**src/common/bus_pkg.sv**
```systemverilog
package bus_pkg;

    localparam int ADDR_WIDTH = 32;
    localparam int DATA_WIDTH = 32;
    localparam int RESP_WIDTH = 2;

    typedef logic [ADDR_WIDTH-1:0] addr_t;
    typedef logic [DATA_WIDTH-1:0] data_t;
    typedef logic [RESP_WIDTH-1:0] resp_t;

    localparam resp_t RESP_OKAY   = 2'b00;
    localparam resp_t RESP_SLVERR = 2'b10;

    // core-local timer window, 64 KiB
    localparam addr_t CLINT_BASE      = 32'h0200_0000;
    localparam addr_t CLINT_MASK      = 32'hFFFF_0000;
    localparam addr_t MTIME_LO_OFFSET = 32'h0000_BFF8;
    localparam addr_t MTIME_HI_OFFSET = 32'h0000_BFFC;

    localparam int MTIME_WIDTH = 64;

    typedef enum logic {
        OWNER_FETCH = 1'b0,
        OWNER_LOAD  = 1'b1
    } owner_e;

    typedef enum logic {
        TARGET_MEM   = 1'b0,
        TARGET_CLINT = 1'b1
    } target_e;

    typedef enum logic [1:0] {
        ST_IDLE = 2'b00,
        ST_ADDR = 2'b01,
        ST_DATA = 2'b10
    } arb_state_e;

endpackage

```
**src/common/rd_bus_if.sv**
```systemverilog
`timescale 1ns/1ps

interface rd_bus_if;

    // address channel
    logic              arvalid;
    logic              arready;
    bus_pkg::addr_t    araddr;

    // data channel, single beat
    logic              rvalid;
    logic              rready;
    bus_pkg::data_t    rdata;
    bus_pkg::resp_t    rresp;

    modport manager (
        output arvalid,
        output araddr,
        output rready,
        input  arready,
        input  rvalid,
        input  rdata,
        input  rresp
    );

    modport subordinate (
        input  arvalid,
        input  araddr,
        input  rready,
        output arready,
        output rvalid,
        output rdata,
        output rresp
    );

endinterface

```
**src/arbiter/read_arbiter_fsm.sv**
```systemverilog
`timescale 1ns/1ps

module read_arbiter_fsm (
    input  logic                clock,
    input  logic                rst_n,
    input  logic                fetch_req,
    input  logic                load_req,
    input  bus_pkg::addr_t      fetch_addr,
    input  bus_pkg::addr_t      load_addr,
    input  logic                ar_done,
    input  logic                r_done,
    output bus_pkg::owner_e     owner,
    output bus_pkg::target_e    target,
    output bus_pkg::arb_state_e state
);

    import bus_pkg::*;

    arb_state_e state_q;
    arb_state_e state_d;
    owner_e     owner_q;
    owner_e     owner_d;
    target_e    target_q;
    target_e    target_d;
    addr_t      grant_addr;
    logic       any_req;

    assign any_req = fetch_req | load_req;

    // load side wins a tie
    always_comb begin
        if (load_req) begin
            owner_d    = OWNER_LOAD;
            grant_addr = load_addr;
        end else begin
            owner_d    = OWNER_FETCH;
            grant_addr = fetch_addr;
        end
    end

    always_comb begin
        if ((grant_addr & CLINT_MASK) == CLINT_BASE) begin
            target_d = TARGET_CLINT;
        end else begin
            target_d = TARGET_MEM;
        end
    end

    always_comb begin
        state_d = state_q;
        case (state_q)
            ST_IDLE: begin
                if (any_req) begin
                    state_d = ST_ADDR;
                end
            end
            ST_ADDR: begin
                if (ar_done) begin
                    state_d = ST_DATA;
                end
            end
            ST_DATA: begin
                // owner back-pressure keeps us here
                if (r_done) begin
                    state_d = ST_IDLE;
                end
            end
            default: begin
                state_d = ST_IDLE;
            end
        endcase
    end

    always_ff @(posedge clock or negedge rst_n) begin
        if (!rst_n) begin
            state_q <= ST_IDLE;
        end else begin
            state_q <= state_d;
        end
    end

    // grant and target only change when leaving idle
    always_ff @(posedge clock or negedge rst_n) begin
        if (!rst_n) begin
            owner_q  <= OWNER_FETCH;
            target_q <= TARGET_MEM;
        end else if (state_q == ST_IDLE && any_req) begin
            owner_q  <= owner_d;
            target_q <= target_d;
        end
    end

    assign owner  = owner_q;
    assign target = target_q;
    assign state  = state_q;

endmodule

```
**src/arbiter/read_path_mux.sv**
```systemverilog
`timescale 1ns/1ps

module read_path_mux (
    rd_bus_if.subordinate       fetch_bus,
    rd_bus_if.subordinate       load_bus,
    rd_bus_if.manager           mem_bus,
    rd_bus_if.manager           clint_bus,
    input  bus_pkg::owner_e     owner,
    input  bus_pkg::target_e    target,
    input  bus_pkg::arb_state_e state,
    output logic                ar_done,
    output logic                r_done
);

    import bus_pkg::*;

    logic  own_arvalid;
    logic  own_rready;
    addr_t own_araddr;
    logic  tgt_arready;
    logic  tgt_rvalid;
    data_t tgt_rdata;
    resp_t tgt_rresp;

    assign own_arvalid = (owner == OWNER_LOAD) ? load_bus.arvalid : fetch_bus.arvalid;
    assign own_rready  = (owner == OWNER_LOAD) ? load_bus.rready  : fetch_bus.rready;
    assign own_araddr  = (owner == OWNER_LOAD) ? load_bus.araddr  : fetch_bus.araddr;

    assign tgt_arready = (target == TARGET_CLINT) ? clint_bus.arready : mem_bus.arready;
    assign tgt_rvalid  = (target == TARGET_CLINT) ? clint_bus.rvalid  : mem_bus.rvalid;
    assign tgt_rdata   = (target == TARGET_CLINT) ? clint_bus.rdata   : mem_bus.rdata;
    assign tgt_rresp   = (target == TARGET_CLINT) ? clint_bus.rresp   : mem_bus.rresp;

    // payload fans out, only the handshakes are steered
    assign mem_bus.araddr   = own_araddr;
    assign clint_bus.araddr = own_araddr;
    assign fetch_bus.rdata  = tgt_rdata;
    assign load_bus.rdata   = tgt_rdata;
    assign fetch_bus.rresp  = tgt_rresp;
    assign load_bus.rresp   = tgt_rresp;

    always_comb begin
        mem_bus.arvalid    = 1'b0;
        clint_bus.arvalid  = 1'b0;
        fetch_bus.arready  = 1'b0;
        load_bus.arready   = 1'b0;
        fetch_bus.rvalid   = 1'b0;
        load_bus.rvalid    = 1'b0;
        mem_bus.rready     = 1'b0;
        clint_bus.rready   = 1'b0;
        if (state == ST_ADDR) begin
            if (target == TARGET_CLINT) begin
                clint_bus.arvalid = own_arvalid;
            end else begin
                mem_bus.arvalid = own_arvalid;
            end
            if (owner == OWNER_LOAD) begin
                load_bus.arready = tgt_arready;
            end else begin
                fetch_bus.arready = tgt_arready;
            end
        end else if (state == ST_DATA) begin
            if (owner == OWNER_LOAD) begin
                load_bus.rvalid = tgt_rvalid;
            end else begin
                fetch_bus.rvalid = tgt_rvalid;
            end
            if (target == TARGET_CLINT) begin
                clint_bus.rready = own_rready;
            end else begin
                mem_bus.rready = own_rready;
            end
        end
    end

    assign ar_done = (state == ST_ADDR) && own_arvalid && tgt_arready;
    assign r_done  = (state == ST_DATA) && tgt_rvalid && own_rready;

endmodule

```
**src/clint/clint_timer.sv**
```systemverilog
`timescale 1ns/1ps

module clint_timer (
    input  logic          clock,
    input  logic          rst_n,
    rd_bus_if.subordinate bus
);

    import bus_pkg::*;

    logic [MTIME_WIDTH-1:0] mtime;
    logic                   rvalid_q;
    data_t                  rdata_q;
    addr_t                  offset;
    logic                   ar_fire;
    logic                   r_fire;

    assign offset  = bus.araddr & ~CLINT_MASK;
    assign ar_fire = bus.arvalid && bus.arready;
    assign r_fire  = rvalid_q && bus.rready;

    // free-running machine time
    always_ff @(posedge clock or negedge rst_n) begin
        if (!rst_n) begin
            mtime <= '0;
        end else begin
            mtime <= mtime + 1'b1;
        end
    end

    always_ff @(posedge clock or negedge rst_n) begin
        if (!rst_n) begin
            rvalid_q <= 1'b0;
        end else if (ar_fire) begin
            rvalid_q <= 1'b1;
        end else if (r_fire) begin
            rvalid_q <= 1'b0;
        end
    end

    // sample the counter as seen at the address edge
    always_ff @(posedge clock) begin
        if (ar_fire) begin
            case (offset)
                MTIME_LO_OFFSET: rdata_q <= mtime[DATA_WIDTH-1:0];
                MTIME_HI_OFFSET: rdata_q <= mtime[MTIME_WIDTH-1:DATA_WIDTH];
                default:         rdata_q <= '0;
            endcase
        end
    end

    // one outstanding read at a time
    assign bus.arready = !rvalid_q;
    assign bus.rvalid  = rvalid_q;
    assign bus.rdata   = rdata_q;
    assign bus.rresp   = RESP_OKAY;

endmodule

```
**src/logic/bus_read_subsystem.sv**
```systemverilog
`timescale 1ns/1ps

module bus_read_subsystem (
    input  logic           clock,
    input  logic           rst_n,

    input  logic           fetch_arvalid,
    output logic           fetch_arready,
    input  bus_pkg::addr_t fetch_araddr,
    output logic           fetch_rvalid,
    input  logic           fetch_rready,
    output bus_pkg::data_t fetch_rdata,
    output bus_pkg::resp_t fetch_rresp,

    input  logic           load_arvalid,
    output logic           load_arready,
    input  bus_pkg::addr_t load_araddr,
    output logic           load_rvalid,
    input  logic           load_rready,
    output bus_pkg::data_t load_rdata,
    output bus_pkg::resp_t load_rresp,

    output logic           mem_arvalid,
    input  logic           mem_arready,
    output bus_pkg::addr_t mem_araddr,
    input  logic           mem_rvalid,
    output logic           mem_rready,
    input  bus_pkg::data_t mem_rdata,
    input  bus_pkg::resp_t mem_rresp
);

    import bus_pkg::*;

    owner_e     owner;
    target_e    target;
    arb_state_e state;
    logic       ar_done;
    logic       r_done;

    rd_bus_if fetch_bus ();
    rd_bus_if load_bus ();
    rd_bus_if mem_bus ();
    rd_bus_if clint_bus ();

    // instruction fetch requester
    assign fetch_bus.arvalid = fetch_arvalid;
    assign fetch_bus.araddr  = fetch_araddr;
    assign fetch_bus.rready  = fetch_rready;
    assign fetch_arready     = fetch_bus.arready;
    assign fetch_rvalid      = fetch_bus.rvalid;
    assign fetch_rdata       = fetch_bus.rdata;
    assign fetch_rresp       = fetch_bus.rresp;

    // load-store requester
    assign load_bus.arvalid = load_arvalid;
    assign load_bus.araddr  = load_araddr;
    assign load_bus.rready  = load_rready;
    assign load_arready     = load_bus.arready;
    assign load_rvalid      = load_bus.rvalid;
    assign load_rdata       = load_bus.rdata;
    assign load_rresp       = load_bus.rresp;

    // external read master
    assign mem_arvalid       = mem_bus.arvalid;
    assign mem_araddr        = mem_bus.araddr;
    assign mem_rready        = mem_bus.rready;
    assign mem_bus.arready   = mem_arready;
    assign mem_bus.rvalid    = mem_rvalid;
    assign mem_bus.rdata     = mem_rdata;
    assign mem_bus.rresp     = mem_rresp;

    read_arbiter_fsm u_arbiter_fsm (
        .clock      (clock),
        .rst_n      (rst_n),
        .fetch_req  (fetch_bus.arvalid),
        .load_req   (load_bus.arvalid),
        .fetch_addr (fetch_bus.araddr),
        .load_addr  (load_bus.araddr),
        .ar_done    (ar_done),
        .r_done     (r_done),
        .owner      (owner),
        .target     (target),
        .state      (state)
    );

    read_path_mux u_path_mux (
        .fetch_bus  (fetch_bus.subordinate),
        .load_bus   (load_bus.subordinate),
        .mem_bus    (mem_bus.manager),
        .clint_bus  (clint_bus.manager),
        .owner      (owner),
        .target     (target),
        .state      (state),
        .ar_done    (ar_done),
        .r_done     (r_done)
    );

    clint_timer u_clint (
        .clock      (clock),
        .rst_n      (rst_n),
        .bus        (clint_bus.subordinate)
    );

endmodule

```
**config.mk**
```make
export PLATFORM = sky130hd
export DESIGN_NAME = bus_read_subsystem
export DESIGN_NICKNAME = d
export VERILOG_FILES = /design/src/common/bus_pkg.sv /design/src/common/rd_bus_if.sv /design/src/arbiter/read_arbiter_fsm.sv /design/src/arbiter/read_path_mux.sv /design/src/clint/clint_timer.sv /design/src/logic/bus_read_subsystem.sv
export SDC_FILE = /design/constraint.sdc
export NUM_CORES = 1
export LEC_CHECK = 0
export ABC_AREA = 1
export ABC_CLOCK_PERIOD_IN_PS = 3000
export BUFFER_PORTS_ARGS = -buffer_cell sky130_fd_sc_hd__buf_2
export CAP_MARGIN = 20
export CELL_PAD_IN_SITES_DETAIL_PLACEMENT = 0
export CELL_PAD_IN_SITES_GLOBAL_PLACEMENT = 1
export CORE_AREA = 4 4 182 113
export DETAILED_ROUTE_END_ITERATION = 8
export DIE_AREA = 0 0 186 117
export GPL_ROUTABILITY_DRIVEN = 0
export GPL_TIMING_DRIVEN = 0
export PLACE_DENSITY = 0.9
export SYNTH_ARGS = -nofsm -noshare
export SYNTH_HDL_FRONTEND = slang
export SYNTH_SLANG_ARGS = --single-unit
```
**constraint.sdc**
```tcl
create_clock -name clock -period 3 [get_ports clock]
set_input_delay 0.6 -clock clock [delete_from_list [all_inputs] [get_ports clock]]
set_output_delay 0.6 -clock clock [all_outputs]
set_load 0.05 [all_outputs]
```
==> metrics.cfg, run 1 <==
[logic_synthesis]
yosysTopAreaCellShare = 0.258
syn_area_per_cell_um2 = 6.88
yosys_warnings = 0
synth_edf_count = 32
async_reset_ff_frac = 0.683
synth_cell_types = 30
yosysSeqAreaShare = 0.402
synth_ff_type = dfrtp_1
synth_area_leaders = dfrtp_1 (26%), nand2_1 (21%), edfxtp_1 (14%)
syn-cell-area_um2 = 6690
synth_nets = 1080
synth_area_leader_cell = dfrtp_1
syn_inst = 973
ys_seq_elements = 101

[drt]
drc_errors = 0
wl_per_cell_um = 16.4
vias_per_cell = 4.91
drt-pass1-iter-count = 8
vias = 7130
drtIter0Drc = 764
ant_nets = 0
drt-total-wl_mm = 23.8

[cts]
ctsResizeCount = 0
cts-root-buf = clkbuf_16
clk_pin_slew_ps = 70
clock_latency_ps = 360
numCtsBuffers = 9
postCtsHoldBufs = 0
htree_levels = 3
cts.sinks = 101
cts_setup_buffers = 0
clock_path_buffers = 2
tritoncts = done

[critical_path]
crit_path_end_kind = primary output
start_kind = flip-flop
r2r_start = u_arbiter_fsm.owner
cp_max_fo = 10
worstPathRequired_ps = 2400
criticalPathCategory = reg -> out
cp.arrival_ps = 2260
startpoint = u_arbiter_fsm.target

[sta]
rsz0062_at_grt = false
hold_ws_ps = 197
fin_worst_skew_ps = 12.3
min_period_ps = 2860
fmax_mhz = 349
setup_viol = 0
slew_headroom = 0.467
maxSlewViolCount = 0
finalCritPeriodShare = 0.954
hold_violations = 0
tightest_slew_ps = 798
layout_setup_ws_ps = 137

[floorplan]
chipWidth_um = 186
start_util = 0.355
pin_count = 212
fp.coreArea_um2 = 18800
die_area_um2 = 21800
rows = 39
die_h_um = 117

[global_route]
antenna_found_initial = 3
grtUsageTotal = 0.210
grt_pass1_wl_mm = 34.9
grt_pass1_vias = 6377
gr-total-overflow = 0
grt_max_degree = 37

[cells_and_area]
fillers = 2020
drive_gt1_frac = 0.237
nets = 1304
layout_common_cells = nand2_1 (382), buf_2 (215), nor2_1 (137), nand3_1 (93), inv_1 (81)
syn2layout_area_growth_pct = 25.7
instances_no_fill = 1451
final_common_cell = nand2_1

[status]
outcome = complete, no violations

[job]
drv_cap = 0

[placed_design]
io_buffers = 211
dp.final_hpwl_mm = 19.8
placed_cells = 1432
pre_cts_ws_ps = 508

[worst_hold_path]
min_path_type = in -> async

[power_and_ir_drop]
peakVddDrop_mv = 0.273
p_per_area_nw_per_um2 = 544
p_leak_uw = 0.00419

## cells in the mapped netlist, drive strengths merged (10+ instances only)
| cell | number |
|---|---|
| buf | 50 |
| clkbuf | 10 |
| dfrtp | 69 |
| edfxtp | 32 |
| inv | 82 |
| nand2 | 382 |
| nand3 | 94 |
| nand4 | 16 |
| nor2 | 139 |
| nor3 | 10 |
| o21ai | 26 |
| xnor2 | 31 |
| xor2 | 14 |
## flip-flops by register name, summed over array words and instances, names as in the netlist
| register | cells |
|---|---|
| u_clint.bus.rvalid | 1 |
| u_clint.bus.rdata | 32 |
| u_arbiter_fsm.state | 2 |
| u_arbiter_fsm.target | 1 |
| u_clint.mtime | 64 |
| u_arbiter_fsm.owner | 1 |
## power breakdown
part           switching (uW)  total (uW)  internal (uW)
Clock                     571        1150            584
Combinational            1530        1980            448
Sequential               7.40        1440           1430
## cell families after synthesis
family	synth area share
AND/OR/NAND/NOR	0.402
buffers and inverters	0.111
flip-flops	0.402
XOR/XNOR	0.0589
AO/OA/AOI/OAI	0.0230
multiplexers	0.00150
adder cells (fa/ha/maj)	0.00187
## critical path, stage by stage (launching register included)
cell and delay [ps]:
dfrtp_1 400, clkbuf_1 450, clkbuf_1 460, nand2_1 120
nand2_1 130, buf_4 110, buf_2 250
## metrics by stage
step	power [uW]	utilization	setup TNS, ps	area (um^2)
floorplan	2940	-	0	6690
CTS	4590	0.446	0	8400
global route	4760	0.446	0	8410
detailed placement	3450	0.430	0	8110
global placement	3440	0.428	-17240	8060
finish	4570	0.446	0	8410
## worst paths after layout
path | to | slack [ps] | cells after the start
worst max-delay path | load_rdata[24] | 140 | 6
worst min-delay path | u_clint.mtime[29] | 200 | 1
worst max register to register | u_clint.bus.rdata[23] | 700 | 7
worst min register to register | u_clint.mtime[5] | 520 | 1
max in group asynchronous | u_clint.mtime[28] | 2240 | 2
min in group clock | u_clint.mtime[5] | 520 | 1
## layout make-up
type	instances	area (um^2)	share of cell area
Tap cell	246	308	0.0366
Sequential cell	101	2690	0.320
Multi-Input combinational cell	729	3260	0.388
Buffer	60	430	0.0512
Inverter	83	314	0.0374
Clock inverter	7	67.6	0.00804
Timing Repair Buffer	213	1110	0.132
Clock buffer	9	225	0.0268
Antenna cell	3	7.51	0.000893
## routing by layer
metal | share of wire | vias up | global-route usage | routed length [um]
met5 | 0 | - | 0 | 0
met4 | 0.012 | 0 | 0.0354 | 296
met3 | 0.13 | 31 | 0.0621 | 2990
met2 | 0.40 | 371 | 0.302 | 9600
met1 | 0.46 | 3258 | 0.317 | 10900
li1 | - | 3470 | - | -
Note: power is estimated with default switching activity, not from simulation.
==> inputs of run 2 (changes only) <==
CELL_PAD_IN_SITES_DETAIL_PLACEMENT = not set   (was 0)
CELL_PAD_IN_SITES_GLOBAL_PLACEMENT = not set   (was 1)
CORE_AREA = 4 4 152 95   (was 4 4 182 113)
DIE_AREA = 0 0 156 99   (was 0 0 186 117)
PLACE_DENSITY = not set   (was 0.9)
PLACE_DENSITY_LB_ADDON = 0.15   (was not set)
==> run 2 against run 1 <==
First-iteration DRC count grew 3.3%. Clock power fell by 4%. Sequential cell count stayed put. Count of clock-buffer cells in the layout grew 1. Core utilization grew 20 points. Fmax up 5.1%. Setup slack gained 140 ps. Power is 1.1% lower.
==> metrics.cfg, run 2 (synthesis results as in run 1) <==
[sta]
min_period_ps = 2720
fin_worst_skew_ps = 5.51
fmax_mhz = 367
hold_violations = 0
finalCritPeriodShare = 0.908
maxSlewViolCount = 0
rsz0062_at_grt = false
tightest_slew_ps = 892
slew_headroom = 0.404
setup_viol = 0

[power_and_ir_drop]
switching_share = 0.459
clkPwrFrac = 0.244
comb_power_share = 0.438
finalPower_uw = 4520
p_leak_uw = 0.00415
seq_power_share = 0.319
p_per_area_nw_per_um2 = 548
peakVddDrop_mv = 0.430
power.internal_uw = 2450
power.switching_uw = 2070

[floorplan]
pin_count = 212
fp.coreArea_um2 = 12900
chipWidth_um = 156
rows = 32
die_h_um = 99
die_area_um2 = 15400
start_util = 0.521

[placed_design]
dp.final_hpwl_mm = 17.4
place_area_um2 = 7970
placed_cells = 1354
io_buffers = 211

[drt]
ant_nets = 0
drt-pass1-iter-count = 6
wl_per_cell_um = 15.7
drt-total-wl_mm = 21.4
vias_per_cell = 5.21
drc_errors = 0
vias = 7144
drtIter0Drc = 789

[critical_path]
crit_path_end_kind = primary output
start_kind = flip-flop
criticalPathCategory = reg -> out
cp_max_fo = 10
cp.arrival_ps = 2120
worstPathRequired_ps = 2400

[cells_and_area]
largest_reg_flops = 64
instances_no_fill = 1370
syn2layout_area_growth_pct = 23.2
layout_common_cells = nand2_1 (382), buf_2 (215), nor2_1 (137), nand3_1 (93), inv_1 (81)
antenna_cells = 0
nets = 1302
final_common_cell = nand2_1
top_register = u_clint.mtime
drive_gt1_frac = 0.234
final_area_um2 = 8250

[worst_hold_path]
min_path_type = in -> async

[cts]
htree_levels = 3
clock_latency_ps = 350
tritoncts = done
cts_setup_buffers = 0
postCtsHoldBufs = 0
numCtsBuffers = 9
cts.sinks = 101
cts-root-buf = clkbuf_16
ctsResizeCount = 0
clk_pin_slew_ps = 70
clock_path_buffers = 2

[status]
outcome = complete, no violations

[global_route]
grt_pass1_wl_mm = 33.3
grt_max_degree = 70
grtUsageTotal = 0.275
gr-total-overflow = 0
grt_pass1_vias = 6500
antenna_found_initial = 1

[job]
drv_cap = 0

[run 2: cell count changes in the layout (fill, tap and decap cells not counted), sizes merged]
cell	change
buf	-2
clkbuf	+1
clkinv	-1
clkinvlp	+2
diode	-3
inv	-2
[run 2: worst paths after layout]
kind	from	to	slack (ps)	cells past startpoint
setup / recovery	u_arbiter_fsm.target	load_rdata[3]	280	6
hold reg to reg	u_clint.mtime[0]	u_clint.mtime[0]	530	1
min in group clock	u_clint.mtime[0]	u_clint.mtime[0]	530	1
setup reg to reg	u_arbiter_fsm.owner	u_clint.bus.rdata[19]	670	8
hold / removal	rst_n	u_clint.mtime[3]	360	1
max in group asynchronous	rst_n	u_clint.mtime[36]	2040	1
[run 2: power groups by stage]
stage / Sequential [uW] / Combinational [uW] / Clock (uW)
floorplan: 1470 / 1470 / 0
global placement: 1470 / 1960 / 0
detailed placement: 1470 / 1970 / 0
CTS: 1440 / 1980 / 1110
global route: 1440 / 2090 / 1170
finish: 1440 / 1980 / 1100
[run 2: area by class of cell]
class	count	area, um^2
Buffer	60	430
Clock buffer	10	229
Clock inverter	6	47.5
Fill cell	1199	4610
Inverter	83	314
Multi-Input combinational cell	729	3270
Sequential cell	101	2690
Tap cell	170	213
Timing Repair Buffer	211	1060
[run 2: stage by stage]
| step | utilization | hold slack, ps | setup TNS (ps) | setup WS, ps |
|---|---|---|---|---|
| after floorplan | - | 304 | 0 | 255 |
| after global placement | 0.619 | 505 | -20950 | -656 |
| after detailed placement | 0.620 | 518 | 0 | 577 |
| after CTS | 0.642 | 400 | 0 | 227 |
| after global routing | 0.642 | 438 | 0 | 44.8 |
| final | 0.642 | 362 | 0 | 276 |
[run 2: metal layers]
metal | wire length, um | up-vias | GRT usage
met5 | 13 | - | 0
met4 | 297 | 2 | 0.0585
met3 | 3130 | 28 | 0.100
met2 | 8490 | 398 | 0.382
met1 | 9520 | 3244 | 0.409
li1 | - | 3472 | -
[run 2: worst max-delay path, stage by stage (launching register included)]
cell	delay (ps)
dfrtp_1	380
clkbuf_1	350
buf_1	430
nand2_1	120
nand2_1	130
buf_4	110
buf_2	250
==> inputs of run 3 (changes only) <==
CORE_AREA = 4 4 155 97   (was 4 4 152 95)
DIE_AREA = 0 0 159 101   (was 0 0 156 99)
SYNTH_HIERARCHICAL = 1   (was not set)
==> run 3 against run 2 <==
Sequential power hardly changed. Final cell count is 5.9% higher. First-iteration DRC count decreased by 5.3%. Critical path depth is 3 higher. Clock power is essentially flat. Synthesized cell count is 7.5% higher. Final area is 6.0% higher. Count of clock-buffer cells in the layout stayed put. Critical endpoint is now u_clint/bus.rdata[12]. Largest power group unchanged. Highest routed layer unchanged.
==> metrics.cfg, run 3 <==
[global_route]
grt_busiest_layer = met1
antenna_found_initial = 0
grtUsageTotal = 0.283
gr-total-overflow = 0
met2_usage = 0.410
use_met3 = 0.0862
grt_max_degree = 70
grt_pass1_wl_mm = 35.6
grt_pass1_vias = 6677
grt_util_met1 = 0.412

[sta]
maxSlewViolCount = 0
tightest_slew_ps = 774
rsz0062_at_grt = false
finalCritPeriodShare = 0.850
fmax_mhz = 392
slew_headroom = 0.483
hold_violations = 0
setup_tns_ps = 0
min_period_ps = 2550
fin_worst_skew_ps = 8.38
setup_viol = 0
hold_ws_ps = 251

[job]
drv_cap = 0

[cts]
cts.sinks = 101
cts-root-buf = clkbuf_16
numCtsBuffers = 9
ctsResizeCount = 0
cts_setup_buffers = 0
postCtsHoldBufs = 0
tritoncts = done
clk_pin_slew_ps = 70
clock_path_buffers = 2
htree_levels = 3
clock_latency_ps = 360

[cells_and_area]
drive_gt1_frac = 0.286
largest_reg_flops = 64
final_area_um2 = 8740
syn2layout_area_growth_pct = 22.7
multi_input_area_um2 = 3530
nets = 1378
antenna_cells = 0
final_common_cell = nand2_1
layout_common_cells = nand2_1 (451), buf_2 (222), nor2_1 (138), nand3_1 (80), buf_4 (77)
top_register = u_clint/mtime
fillers = 1255
final_util = 0.647
seqCellArea_um2 = 2690

[logic_synthesis]
synth_cell_types = 32
synth_common_cells = nand2_1 (451), nor2_1 (138), nand3_1 (80)
ys_seq_elements = 101
synth_edf_count = 32
syn_area_per_cell_um2 = 6.81
syn-cell-area_um2 = 7120
yosysSeqAreaShare = 0.377
syn_inst = 1046
synth_ff_type = dfrtp_1
yosysMostFrequentCell = nand2_1
synth_area_leaders = dfrtp_1 (24%), nand2_1 (24%), edfxtp_1 (13%)
async_reset_ff_frac = 0.683
yosysTopAreaCellShare = 0.242
synth_area_leader_cell = dfrtp_1
yosys_warnings = 6

[floorplan]
chipWidth_um = 159
rows = 33
fp.coreArea_um2 = 13500
pin_count = 212
start_util = 0.528
die_area_um2 = 16100
die_h_um = 101

[drt]
wl_per_cell_um = 15.6
drt-pass1-iter-count = 5
drtIter0Drc = 747
drc_errors = 0
vias = 7410
ant_nets = 0
vias_per_cell = 5.11
drt-total-wl_mm = 22.6

[critical_path]
cpMaxStageDelayCell = nor3b_1
crit_cells = 9
r2r_start = u_arbiter_fsm/owner
crit_path_max_incr_delay_ps = 650
worstPathRequired_ps = 3220
r2r_end = u_clint/bus.rdata[12]
path_common_cell = nand2_1
start_kind = flip-flop
cpLargestDelayFamily = simple AND/OR/NAND/NOR gates
crit_path_end_kind = flip-flop
cp.arrival_ps = 2770
crit_chain = buf_4, inv_4, buf_4, nand2_1, nand2_1, nor3b_1, clkbuf_1, nand3_1, nand2_1
cp_num_buf_inv = 4
criticalPathCategory = reg -> reg
r2r_slack_ps = 450
cp_max_fo = 10
reg2regPathDepth = 9

[worst_hold_path]
min_path_type = in -> async

[power_and_ir_drop]
finalPower_uw = 4750
peakVddDrop_mv = 0.410
p_per_area_nw_per_um2 = 543
p_leak_uw = 0.00466

[placed_design]
place_area_um2 = 8460
io_buffers = 211
dp.final_hpwl_mm = 18.6

[status]
outcome = complete, no violations

==> run 3: cell types whose count changed in the layout (fill, tap and decap cells not counted), sizes merged, moves of 6 or more <==
cell	change
xnor2	-11
nand2	+89
nor3	-9
inv	-15
buf	+42
nand4	-6
nor2	+18
nand3	-13
==> run 3: how the worst max path moves through the flow <==
stage,startpoint,end
floorplan,load_arvalid,mem_arvalid
global placement,u_arbiter_fsm/owner,u_clint/bus.rdata[12]
detailed placement,u_arbiter_fsm/owner,u_clint/bus.rdata[12]
CTS,u_arbiter_fsm/owner,u_clint/bus.rdata[12]
global route,u_arbiter_fsm/owner,u_clint/bus.rdata[18]
finish,u_arbiter_fsm/owner,u_clint/bus.rdata[12]
==> run 3: routing by layer <==
layer,share of wire,up-vias
met1,0.45,3369
met4,0.015,2
met5,0.0032,-
met2,0.41,373
li1,-,3632
met3,0.12,34
==> run 3: cell type report <==
| class | instances | share of cell area |
|---|---|---|
| Buffer | 95 | 0.0769 |
| Sequential cell | 101 | 0.307 |
| Tap cell | 175 | 0.0251 |
| Clock inverter | 6 | 0.00587 |
| Clock buffer | 10 | 0.0262 |
| Timing Repair Buffer | 213 | 0.127 |
| Inverter | 64 | 0.0278 |
| Multi-Input combinational cell | 787 | 0.403 |
==> run 3: logic make-up (layout without fill, tap and decap cells) <==
| family | count (synthesis) | after routing | synth area share |
|---|---|---|---|
| AO/OA/AOI/OAI | 27 | 27 | 0.0204 |
| XOR/XNOR | 31 | 31 | 0.0381 |
| adder cells (fa/ha/maj) | 1 | 1 | 0.00176 |
| buffers and inverters | 159 | 388 | 0.128 |
| flip-flops | 101 | 101 | 0.377 |
| other | 1 | 2 | 0.000526 |
| AND/OR/NAND/NOR | 726 | 726 | 0.434 |
==> run 3: per-stage QoR <==
step           cells  worst slack (ps)
2_1_floorplan   1047               989
3_3_place_gp    1433               515
3_5_place_dp    1435               509
4_1_cts         1451               494
5_1_grt         1451               273
6_report        1451               449
==> run 3: power breakdown <==
group | switching (uW) | internal (uW)
clock network | 549 | 577
registers | 17.0 | 1430
logic | 1550 | 628
total | 2110 | 2640
